--- config.mk ---
export PLATFORM = sky130hd
export DESIGN_NAME = host_wr_top
export DESIGN_NICKNAME = d
export VERILOG_FILES = /design/src/hdl/host_wr_pkg.sv /design/src/hdl/host_wr_if.sv /design/src/hdl/irq_line_latch.sv /design/src/hdl/irq_select.sv /design/src/hdl/dma_wr_engine.sv /design/src/hdl/host_wr_mux.sv /design/src/hdl/host_wr_top.sv
export SDC_FILE = /design/constraint.sdc
export NUM_CORES = 1
export LEC_CHECK = 0
export BUFFER_PORTS_ARGS = -buffer_cell sky130_fd_sc_hd__clkbuf_2
export CAP_MARGIN = 10
export CORE_MARGIN = 2
export CORE_UTILIZATION = 40
export CTS_CLUSTER_DIAMETER = 60
export DETAILED_ROUTE_END_ITERATION = 8
export GPL_ROUTABILITY_DRIVEN = 0
export PLACE_DENSITY = 0.72
export SETUP_SLACK_MARGIN = 0.05
export SLEW_MARGIN = 20
export SYNTH_ARGS = -nofsm -noshare
export SYNTH_HDL_FRONTEND = slang
export SYNTH_SLANG_ARGS = --single-unit
--- constraint.sdc ---
create_clock -name clk -period 8.6 [get_ports clk]
set_clock_uncertainty 0.15 [all_clocks]
set_input_delay 1.29 -clock clk [delete_from_list [all_inputs] [get_ports clk]]
set_output_delay 1.29 -clock clk [all_outputs]
set_load 0.01 [all_outputs]
--- src/hdl/host_wr_pkg.sv ---
/*
 host write path package
 widths of the host write channel, user flag bit positions and DMA engine states
*/
package host_wr_pkg;

    // byte address toward host memory
    localparam int addr_w = 32;

    // one beat of write data
    localparam int data_w = 64;

    // one byteenable bit per data byte
    localparam int be_w = data_w / 8;

    // burstcount field, a burst carries at most 255 beats
    localparam int burst_w = 8;

    // out-of-band user field that travels with every write beat
    localparam int user_w = 2;

    // this user bit turns a one-beat write into an interrupt toward the host
    localparam int uflag_interrupt = 0;

    // this user bit marks a write fence ahead of the completion write
    localparam int uflag_fence = 1;

    // the engine walks idle, burst, then optionally fence and magic
    typedef enum logic [1:0] {
        eng_idle,
        eng_burst,
        eng_fence,
        eng_magic
    } eng_state_t;

endpackage

--- src/hdl/host_wr_if.sv ---
/*
 Avalon-style write channel between the DMA engine, the mux and the host port
*/
`timescale 1ns/10ps

interface host_wr_if;

    logic [host_wr_pkg::addr_w-1:0]  address;
    logic [host_wr_pkg::data_w-1:0]  writedata;
    logic [host_wr_pkg::be_w-1:0]    byteenable;
    logic [host_wr_pkg::burst_w-1:0] burstcount;
    logic                            write;
    logic [host_wr_pkg::user_w-1:0]  user;
    // a beat moves on a cycle with write high and waitrequest low
    logic                            waitrequest;

    // the side that issues writes
    modport source (
        output address,
        output writedata,
        output byteenable,
        output burstcount,
        output write,
        output user,
        input  waitrequest
    );

    // the side that accepts writes and can stall them
    modport sink (
        input  address,
        input  writedata,
        input  byteenable,
        input  burstcount,
        input  write,
        input  user,
        output waitrequest
    );

endinterface

--- src/hdl/irq_line_latch.sv ---
/*
 interrupt line latch
 captures a rising edge on one board interrupt line and keeps it pending until sent
*/
`timescale 1ns/10ps

module irq_line_latch (
    input  logic clk,
    input  logic rst_local,
    input  logic irq,
    input  logic clear,
    output logic pending
);

    logic irq_q;
    logic rise;

    // previous level of the line, used for edge detection
    always_ff @(posedge clk) begin
        if (rst_local) begin
            irq_q <= 1'b0;
        end else begin
            irq_q <= irq;
        end
    end

    // only a low to high change counts, a line that stays high raises no second request
    assign rise = irq && !irq_q;

    // a fresh edge in the same cycle as the clear must not be lost
    // so the set takes priority and the line stays pending
    always_ff @(posedge clk) begin
        if (rst_local) begin
            pending <= 1'b0;
        end else if (rise) begin
            pending <= 1'b1;
        end else if (clear) begin
            pending <= 1'b0;
        end
    end

endmodule

--- src/hdl/irq_select.sv ---
/*
 interrupt selector
 picks the lowest pending line and clears it once its interrupt write has gone out
*/
`timescale 1ns/10ps

module irq_select #(
    parameter int NUM_IRQ = 4
) (
    input  logic               clk,
    input  logic               rst_local,
    input  logic [NUM_IRQ-1:0] pending,
    input  logic               irq_sent,
    output logic               irq_any,
    output logic [1:0]         irq_id,
    output logic [NUM_IRQ-1:0] clear
);

    assign irq_any = |pending;

    // scan from the top down so the lowest pending index is the one that sticks
    always_comb begin
        irq_id = '0;
        for (int i = NUM_IRQ - 1; i >= 0; i--) begin
            if (pending[i]) begin
                irq_id = 2'(i);
            end
        end
    end

    // the clear hits exactly the line whose id went out on the host channel
    always_comb begin
        for (int i = 0; i < NUM_IRQ; i++) begin
            clear[i] = irq_sent && (irq_id == 2'(i));
        end
    end

    // the mux may only send an interrupt write while some line is pending
    a_sent_needs_pending: assert property (
        @(posedge clk) disable iff (rst_local)
        irq_sent |-> irq_any
    );

endmodule

--- src/hdl/dma_wr_engine.sv ---
/*
 write DMA engine
 turns one descriptor into a burst of writes with an optional fence and magic write
*/
`timescale 1ns/10ps

module dma_wr_engine (
    input  logic                            clk,
    input  logic                            rst_local,
    input  logic                            desc_valid,
    input  logic [host_wr_pkg::addr_w-1:0]  desc_addr,
    input  logic [host_wr_pkg::burst_w-1:0] desc_beats,
    input  logic                            desc_fence,
    input  logic [host_wr_pkg::data_w-1:0]  desc_magic,
    output logic                            desc_busy,
    output logic                            fence_req,
    host_wr_if.source                       wr
);

    localparam int aw = host_wr_pkg::addr_w;
    localparam int dw = host_wr_pkg::data_w;
    localparam int bw = host_wr_pkg::burst_w;

    host_wr_pkg::eng_state_t state;

    logic [bw-1:0] beats_left;
    logic [aw-1:0] addr_q;
    logic [dw-1:0] data_q;
    logic [dw-1:0] magic_q;
    logic [bw-1:0] bcount_q;
    logic          fence_q;
    logic          xfer;

    // a beat leaves only when the mux does not hold us off
    assign xfer = wr.write && !wr.waitrequest;

    // descriptors are only taken in idle, a strobe while busy is dropped
    // a beat count of zero is not a legal burst and is not expected here
    always_ff @(posedge clk) begin
        if (rst_local) begin
            state      <= host_wr_pkg::eng_idle;
            beats_left <= '0;
        end else begin
            case (state)
                host_wr_pkg::eng_idle: begin
                    if (desc_valid) begin
                        state      <= host_wr_pkg::eng_burst;
                        beats_left <= desc_beats;
                    end
                end
                host_wr_pkg::eng_burst: begin
                    if (xfer) begin
                        beats_left <= beats_left - 1'b1;
                        // the last beat decides whether a completion write follows
                        if (beats_left == bw'(1)) begin
                            state <= fence_q ? host_wr_pkg::eng_fence : host_wr_pkg::eng_idle;
                        end
                    end
                end
                host_wr_pkg::eng_fence: begin
                    state <= host_wr_pkg::eng_magic;
                end
                host_wr_pkg::eng_magic: begin
                    if (xfer) begin
                        state <= host_wr_pkg::eng_idle;
                    end
                end
                default: begin
                    state <= host_wr_pkg::eng_idle;
                end
            endcase
        end
    end

    // payload registers follow the state machine and need no reset
    always_ff @(posedge clk) begin
        case (state)
            host_wr_pkg::eng_idle: begin
                if (desc_valid) begin
                    addr_q   <= desc_addr;
                    data_q   <= {{(dw - aw){1'b0}}, desc_addr};
                    bcount_q <= desc_beats;
                    fence_q  <= desc_fence;
                    magic_q  <= desc_magic;
                end
            end
            host_wr_pkg::eng_burst: begin
                // beat k carries the descriptor address plus k
                if (xfer) begin
                    data_q <= data_q + 1'b1;
                end
            end
            host_wr_pkg::eng_fence: begin
                // rearm the payload as a single beat holding the magic number
                data_q   <= magic_q;
                bcount_q <= bw'(1);
            end
            default: begin
            end
        endcase
    end

    assign desc_busy = (state != host_wr_pkg::eng_idle);

    // the mux turns this into a fence marker ahead of the magic write
    assign fence_req = (state == host_wr_pkg::eng_magic);

    // address and burstcount stay fixed for every beat of the burst
    assign wr.address    = addr_q;
    assign wr.writedata  = data_q;
    assign wr.byteenable = '1;
    assign wr.burstcount = bcount_q;
    assign wr.write      = (state == host_wr_pkg::eng_burst) ||
                           (state == host_wr_pkg::eng_magic);
    assign wr.user       = '0;

    // a stalled beat must come back unchanged on the next cycle
    a_hold_under_wait: assert property (
        @(posedge clk) disable iff (rst_local)
        (wr.write && wr.waitrequest) |=>
            (wr.write && $stable(wr.address) && $stable(wr.writedata) &&
             $stable(wr.burstcount) && $stable(fence_req))
    );

endmodule

--- src/hdl/host_wr_mux.sv ---
/*
 host write channel mux
 merges DMA bursts, one-beat interrupt writes and fence markers onto the host port
*/
`timescale 1ns/10ps

module host_wr_mux #(
    parameter int NUM_IRQ = 4
) (
    input  logic       clk,
    input  logic       rst_local,
    host_wr_if.sink    dma,
    host_wr_if.source  host,
    input  logic       fence_req,
    input  logic       irq_any,
    input  logic [1:0] irq_id,
    output logic       irq_sent
);

    localparam int aw = host_wr_pkg::addr_w;
    localparam int bw = host_wr_pkg::burst_w;

    logic [bw-1:0] remaining;
    logic          hold_dma_q;
    logic          fence_sent_q;
    logic          fence_wait;
    logic          send_irq;
    logic          send_fence;
    logic          dma_xfer;

    // the engine wants a fence and the marker beat has not gone out yet
    assign fence_wait = fence_req && !fence_sent_q;

    // an interrupt write is only started when it transfers right away
    // it never splits a burst, never cuts in ahead of a stalled DMA beat
    // and never sits between the fence marker and its magic write
    assign send_irq = irq_any && (remaining == '0) && !host.waitrequest &&
                      !hold_dma_q && !fence_sent_q;

    // interrupts win over starting a fence
    assign send_fence = dma.write && fence_wait && !irq_any && !host.waitrequest;

    assign irq_sent = send_irq;

    // the DMA side is held while the host stalls, while an interrupt goes out
    // and for the whole time until the fence marker has been sent
    assign dma.waitrequest = host.waitrequest || send_irq || fence_wait;

    assign dma_xfer = dma.write && !dma.waitrequest;

    // count the beats still owed by the current burst
    // zero means no burst is in progress and the channel is free for an interrupt
    always_ff @(posedge clk) begin
        if (rst_local) begin
            remaining <= '0;
        end else if (dma_xfer) begin
            if (remaining == '0) begin
                remaining <= dma.burstcount - 1'b1;
            end else begin
                remaining <= remaining - 1'b1;
            end
        end
    end

    // only a passed DMA beat can be stalled, interrupts and markers go out unstalled
    // so this flag keeps the stalled DMA beat on the host lines until it transfers
    always_ff @(posedge clk) begin
        if (rst_local) begin
            hold_dma_q <= 1'b0;
        end else begin
            hold_dma_q <= host.write && host.waitrequest;
        end
    end

    // set by the marker beat, cleared when the unflagged magic write transfers
    always_ff @(posedge clk) begin
        if (rst_local) begin
            fence_sent_q <= 1'b0;
        end else if (send_fence) begin
            fence_sent_q <= 1'b1;
        end else if (dma_xfer && fence_req) begin
            fence_sent_q <= 1'b0;
        end
    end

    // the interrupt write carries its line id as address with zero data
    always_comb begin
        if (send_irq) begin
            host.address    = {{(aw - 2){1'b0}}, irq_id};
            host.writedata  = '0;
            host.byteenable = '1;
            host.burstcount = bw'(1);
        end else begin
            host.address    = dma.address;
            host.writedata  = dma.writedata;
            host.byteenable = dma.byteenable;
            host.burstcount = dma.burstcount;
        end
    end

    // while a fence is waiting the magic write is kept off the host until the marker
    assign host.write = send_irq || send_fence || (dma.write && !fence_wait);

    // the marker beat is the magic write itself with the fence flag added
    always_comb begin
        host.user = dma.user;
        if (send_irq) begin
            host.user = '0;
            host.user[host_wr_pkg::uflag_interrupt] = 1'b1;
        end else if (send_fence) begin
            host.user = '0;
            host.user[host_wr_pkg::uflag_fence] = 1'b1;
        end
    end

    // a beat is either an interrupt or a fence marker, never both
    a_flags_exclusive: assert property (
        @(posedge clk) disable iff (rst_local)
        host.write |-> !(host.user[host_wr_pkg::uflag_interrupt] &&
                         host.user[host_wr_pkg::uflag_fence])
    );

endmodule

--- src/hdl/host_wr_top.sv ---
/*
 host write subsystem top
 interrupt latches, selector, write DMA engine and write mux behind plain ports
*/
`timescale 1ns/10ps

module host_wr_top #(
    parameter int NUM_IRQ = 4
) (
    input  logic                            clk,
    input  logic                            rst_local,
    input  logic [NUM_IRQ-1:0]              bsp_irq,
    input  logic                            desc_valid,
    input  logic [host_wr_pkg::addr_w-1:0]  desc_addr,
    input  logic [host_wr_pkg::burst_w-1:0] desc_beats,
    input  logic                            desc_fence,
    input  logic [host_wr_pkg::data_w-1:0]  desc_magic,
    output logic                            desc_busy,
    output logic [host_wr_pkg::addr_w-1:0]  host_address,
    output logic [host_wr_pkg::data_w-1:0]  host_writedata,
    output logic [host_wr_pkg::be_w-1:0]    host_byteenable,
    output logic [host_wr_pkg::burst_w-1:0] host_burstcount,
    output logic                            host_write,
    output logic [host_wr_pkg::user_w-1:0]  host_user,
    input  logic                            host_waitrequest
);

    logic [NUM_IRQ-1:0] irq_pending;
    logic [NUM_IRQ-1:0] irq_clear;
    logic               irq_any;
    logic [1:0]         irq_id;
    logic               irq_sent;
    logic               fence_req;

    // engine to mux, and mux to the host pins
    host_wr_if dma_wr ();
    host_wr_if host_wr ();

    // one edge latch per board interrupt line
    for (genvar i = 0; i < NUM_IRQ; i++) begin : g_irq
        irq_line_latch irq_line_latch_i (
            .clk       (clk),
            .rst_local (rst_local),
            .irq       (bsp_irq[i]),
            .clear     (irq_clear[i]),
            .pending   (irq_pending[i])
        );
    end

    irq_select #(
        .NUM_IRQ (NUM_IRQ)
    ) irq_select_i (
        .clk       (clk),
        .rst_local (rst_local),
        .pending   (irq_pending),
        .irq_sent  (irq_sent),
        .irq_any   (irq_any),
        .irq_id    (irq_id),
        .clear     (irq_clear)
    );

    dma_wr_engine dma_wr_engine_i (
        .clk        (clk),
        .rst_local  (rst_local),
        .desc_valid (desc_valid),
        .desc_addr  (desc_addr),
        .desc_beats (desc_beats),
        .desc_fence (desc_fence),
        .desc_magic (desc_magic),
        .desc_busy  (desc_busy),
        .fence_req  (fence_req),
        .wr         (dma_wr.source)
    );

    host_wr_mux #(
        .NUM_IRQ (NUM_IRQ)
    ) host_wr_mux_i (
        .clk       (clk),
        .rst_local (rst_local),
        .dma       (dma_wr.sink),
        .host      (host_wr.source),
        .fence_req (fence_req),
        .irq_any   (irq_any),
        .irq_id    (irq_id),
        .irq_sent  (irq_sent)
    );

    // the host channel leaves the design as plain pins
    assign host_address        = host_wr.address;
    assign host_writedata      = host_wr.writedata;
    assign host_byteenable     = host_wr.byteenable;
    assign host_burstcount     = host_wr.burstcount;
    assign host_write          = host_wr.write;
    assign host_user           = host_wr.user;
    assign host_wr.waitrequest = host_waitrequest;

endmodule

; Word level (Yosys, flattened, before mapping)
; Cells that the tools add are included.
; W data, S select, Z words.
[op_classes]
n_mux = 33
n_eq_ne = 11
reduce_logical = 53
add_sub_neg = 4
[ops]
columns = cell, n
row1 = $mux W64, 3
row2 = $pmux W64 S3, 1
row3 = $add A64 B1 Y64 const B, 1
row4 = $mux W32, 1
row5 = $mux W8, 4
row6 = $pmux W8 S2, 2
row7 = $sub A8 B1 Y8 const B, 3
row8 = $mux W2, 11
row9 = $logic_and A1 B1 Y1, 20
row10 = $reduce_bool A2 Y1, 8
row11 = $logic_not A1 Y1, 10
row12 = $mux W1, 10
row13 = $eq A2 B2 Y1 const B, 4
row14 = $eq A8 B1 Y1 const B, 1
row15 = $logic_not A8 Y1, 1
row16 = $pmux W2 S4, 1
row17 = $reduce_and A3 Y1, 2
row18 = $logic_or A1 B1 Y1, 5
row19 = $eq A2 B1 Y1 const B, 2
row20 = $logic_not A2 Y1, 2
row21 = $ne A2 B1 Y1 const B, 2
row22 = $ne A2 B2 Y1 const B, 2
row23 = $reduce_and A2 Y1, 2
row24 = $reduce_and A4 Y1, 1
row25 = other kinds (2), 2
[totals]
wordCells = 119
register_bits = 197
output_inout_bits = 116
inputBits = 113

; Longest topological paths before layout
[depth]
word_depth = 12
mapped_depth = 10
depth_no_buf = 8

; By module
; From an unflattened synthesis, not the netlist that was laid out.
[unflattened]
cells_unflattened = 1003
area_unflattened_um2 = 10470.0
[by_module_without_submodules]
columns = mod, seq_area_each_um2, area_per_inst_um2, n_inst, cells_each
row1 = dma_wr_engine, 5275.1, 8559.5, 1, 743
row2 = host_wr_mux, 200.2, 1551.5, 1, 223
row3 = irq_line_latch, 40.0, 67.6, 4, 6
row4 = irq_select, 0.0, 88.8, 1, 13

; Worst setup path after synthesis
; Ideal clock, no wire load.
[synth_path]
path_type = input -> register
start = input port host_waitrequest
end = register dma_wr_engine_i.data_q[0], in the netlist dma_wr_engine_i.wr.writedata[0], enable pin
path_buffers = 1
t_arrival_ps = 6668
slack_ps = 1200
t_required_ps = 7868
setup_time_ps = 582
path_stages = 4
path_cell_list = or2_2 a21o_1 buf_2 a211oi_1
[synth_via]
elab_chain_len = 10
[synth_lines]
columns = item, line_no
row1 = start: declaration, host_wr_top.sv:25  ; input logic host_waitrequest
row2 = $logic_not A1 Y1, host_wr_mux.sv:37  ; assign send_irq = irq_any && (remaining == '0) && !host.waitrequest &&
row3 = $logic_and A1 B1 Y1 (2 in series), host_wr_mux.sv:37
row4 = $logic_and A1 B1 Y1, host_wr_mux.sv:38  ; !hold_dma_q && !fence_sent_q;
row5 = $logic_or A1 B1 Y1 * (2 in series), host_wr_mux.sv:47  ; assign dma.waitrequest = host.waitrequest || send_irq || fence_wait;
row6 = $logic_not A1 Y1 *, dma_wr_engine.sv:35  ; assign xfer = wr.write && !wr.waitrequest;
row7 = $logic_and A1 B1 Y1 *, dma_wr_engine.sv:35
row8 = $ne A2 B1 Y1 (no line) *, --
row9 = $reduce_and A3 Y1 (no line) *, --
row10 = end signal: assignment, dma_wr_engine.sv:81  ; data_q <= {{(dw - aw){1'b0}}, desc_addr};
row11 = end signal: assignment, dma_wr_engine.sv:90  ; data_q <= data_q + 1'b1;
row12 = end signal: assignment, dma_wr_engine.sv:95  ; data_q <= magic_q;
row13 = end: declaration, dma_wr_engine.sv:28  ; logic [dw-1:0] data_q;
; Mark *: on every way between the ends. The rest lies on a longest branch, timed or not.
; A chain may end at the register's enable or synchronous reset.

; Final worst setup path
[layout_path]
start = input port host_waitrequest
end = output port host_writedata[35] (netlist bit)
[layout_via]
elab_chain_len = 5
[layout_lines]
columns = item, line_no
row1 = $logic_not A1 Y1, host_wr_mux.sv:37
row2 = $logic_and A1 B1 Y1 (2 in series), host_wr_mux.sv:37
row3 = $logic_and A1 B1 Y1, host_wr_mux.sv:38
row4 = $mux W64, host_wr_mux.sv:88  ; if (send_irq) begin
row5 = end: declaration, host_wr_top.sv:20  ; output logic [host_wr_pkg::data_w-1:0] host_writedata,
; No other way between the ends.

==> impl_metrics.toml <==
[status]
status = "complete, no violations"

[timing]
holdWs_ns = 0.3406
maxSlewHeadroom = 0.2925
finalSetupViolCount = 0
tns_ns = 0
fin_crit_sh = 0.5505
min_period_ns = 4.734
clock.fmax_mhz = 211.2
maxSlewViolCount = 0
setup_ws_ns = 3.866
grt_setup_unrepaired = "no"
worst_slew_pin_slew_ns = 1.061
hold_violations = 0

[worst_setup_path]
path_common_cell = "clkbuf_2"
cp_cell_sequence = "clkbuf_2 > nor4_1 > nand2_2 > buf_4 > inv_2 > nor2_1 > clkbuf_2"
max_stage_delay_ns = 0.62
worstSetupEndpointType = "output pin"
worst_setup_path_start_kind = "primary input"
crit_required_ns = 7.16
crit_fanout = 96
arrival_ns = 3.29
crit_slowest_cell = "nor4_1"
worstSetupPathType = "primary input to output pin"

[cts]
hold_buffers = 0
cts-resized-gates = 0
cts_num_sinks = 197
cts-root-buf = "clkbuf_16"
clock_latency_ns = 0.45
path_clk_slew_ns = 0.08
post_cts_buffers = 0
cts_tree = "done"
clock_path_buffers = 2
cts_max_level = 4
cts_buffers = 17

[floorplan]
die_x_um = 164.3
row_count = 58
initial_utilization = 0.4080
ioPinCount = 229
die_y_um = 164.3
die-area_mm2 = 0.02698
core_mm2 = 0.02518

[routing]
dr_total_vias = 8296
antenna_left = 0
wl_mm = 27.82
wl_per_cell_um = 18.60
first_pass_iters = 5
vias_per_cell = 5.545
drc = 0
drt_iter0_markers = 867

[power]
ir_worst_vdd_mv = 0.2625
power.share.switching = 0.4133
p_leak_uw = 0.004688
pwr-share-comb = 0.375
p_sw_uw = 1693
p_seq_frac = 0.415
power_density_mw_per_mm2 = 334.8
clockPowerShare = 0.210
internal_power_uw = 2404

[cells_and_area]
stdcell_count = 1496
mostFrequentLayoutCells = "220 x clkbuf_2, 169 x edfxtp_1, 95 x and2_1"
final_common_cell = "clkbuf_2"
layout-area-overhead-vs-synth_pct = 19.11
design_area_mm2 = 0.01224
fin_nets = 1274
drive_above_1_share = 0.2498
fill_cells = 2317

[synth]
synth_warnings = 0
synth_edf_count = 169
synthFlopType = "edfxtp_1"
ys_seq_area_frac = 0.5485
ys_types = 71
yosys_register_bits = 197
async_flop_share = 0
syn_avg_cell_area_um2 = 10.73
syn_area_mm2 = 0.01027
synthCells = 958

[global_routing]
grtUsageTotal = 0.2079
grt_max_degree = 97
grt_pass1_vias = 8105
grt_pass1_wl_mm = 43.42
overflow = 0
grt_antenna_before_repair = 1

[flow_run]
cap_violations = 0

[placement]
port_buffers = 220
dp_cells = 1463
preCtsSetupSlack_ns = 3.881
dp_hpwl_mm = 19.15
placed_cell_area_mm2 = 0.01159

[min_path]
min_path_type = "register to register"
==> per-stage QoR <==
step / util / power [uW]
floorplan: - / 2675
global placement: 0.4603 / 3213
detailed placement: 0.4603 / 3251
CTS: 0.4858 / 4116
global route: 0.4859 / 4357
finish: 0.4860 / 4097
==> Yosys cell counts, drive strengths merged, types with 2 or more instances <==
library cell	instances	area (um2)
a211o	3	26.28
a211oi	4	30.03
a21o	4	30.03
a21oi	49	245.2
a221o	4	40.04
a22oi	12	90.09
a2bb2oi	2	17.52
a31oi	5	31.28
a32o	3	30.03
a32oi	9	78.83
a41oi	3	26.28
and2	98	614.3
and3	17	110.1
and4	8	71.32
buf	20	140.1
clkbuf	37	138.9
dfxtp	28	560.5
edfxtp	169	5075
ha	9	112.6
inv	24	90.08
mux2	2	22.52
mux2i	11	110.1
nand2	63	236.5
nand2b	6	37.54
nand3	52	265.3
nand4	34	242.7
nor2	62	232.7
nor2b	30	187.7
nor3	26	141.4
nor4	22	203.9
nor4b	2	17.52
o211ai	10	75.07
o21a	2	15.01
o21ai	43	230.2
o22ai	4	25.02
o311a	2	20.02
o31ai	2	15.01
o32ai	4	35.03
o41ai	2	17.52
or2	3	18.77
or3	7	43.79
or4	7	56.30
xnor2	20	175.2
xor2	22	192.7
==> cells by family (layout without fill, tap and decap cells) <==
family	after synthesis	in the layout	share of synthesized area
DFF	197	197	0.5485
adders and majority gates	9	9	0.01096
other	1	9	0.0003650
and+or+nand+nor	439	439	0.2429
xor gates and xnor gates	42	42	0.03580
buffers and inverters	84	284	0.03824
muxes	13	13	0.01291
AOI/OAI and AO/OA	173	173	0.1103
==> state kept, by name, summed over array words and instances, names as in the netlist, named ones only <==
signal	count
dma_wr_engine_i.beats_left	8
dma_wr_engine_i.fence_q	1
dma_wr_engine_i.magic_q	64
dma_wr_engine_i.state	1
dma_wr_engine_i.wr.address	32
dma_wr_engine_i.wr.burstcount	8
dma_wr_engine_i.wr.writedata	64
g_irq.irq_line_latch_i.irq_q	4
g_irq.irq_line_latch_i.pending	4
host_wr_mux_i.fence_sent_q	1
host_wr_mux_i.hold_dma_q	1
host_wr_mux_i.remaining	8
==> area by class of cell <==
| class | instances | area, um2 | area share |
|---|---|---|---|
| diodes | 1 | 2.502 | 0.0002045 |
| clock buffers | 17 | 425.4 | 0.03476 |
| clock inverters | 15 | 219.0 | 0.01789 |
| inverters | 25 | 96.34 | 0.007872 |
| multi-input cells | 684 | 4293 | 0.3508 |
| flip-flops and latches | 197 | 5635 | 0.4605 |
| well taps | 330 | 412.9 | 0.03374 |
| repair buffers | 227 | 1154 | 0.09426 |
==> path summary, 6_finish.rpt <==
check | from | endpoint | slack [ns] | cells past startpoint
min | g_irq[3].irq_line_latch_i.irq_q | g_irq[3].irq_line_latch_i.pending | 0.34 | 2
max reg2reg | dma_wr_engine_i.state[0] | dma_wr_engine_i.wr.writedata[63] | 5.34 | 7
max | host_waitrequest | host_writedata[35] | 3.87 | 7
min reg2reg | g_irq[3].irq_line_latch_i.irq_q | g_irq[3].irq_line_latch_i.pending | 0.34 | 2
==> routing by layer <==
layer / GRT usage / share of wire
met1: 0.2760 / 0.43
met2: 0.3401 / 0.48
met3: 0.05354 / 0.074
met4: 0.05144 / 0.014
met5: 0 / 0
==> power groups by stage <==
stage	sequential, uW	clock [uW]	combinational (uW)
after floorplan	1630	0	1050
after global placement	1700	0	1510
after detailed placement	1710	0	1540
after CTS	1690	873	1550
after global routing	1740	911	1700
final	1700	860	1540
==> worst max-delay path: cells and delay by family <==
family,cells,cell delay (ns)
buf+inv,4,1.04
simple gates,3,0.91
No activity file was read; power rests on OpenSTA's default activity.
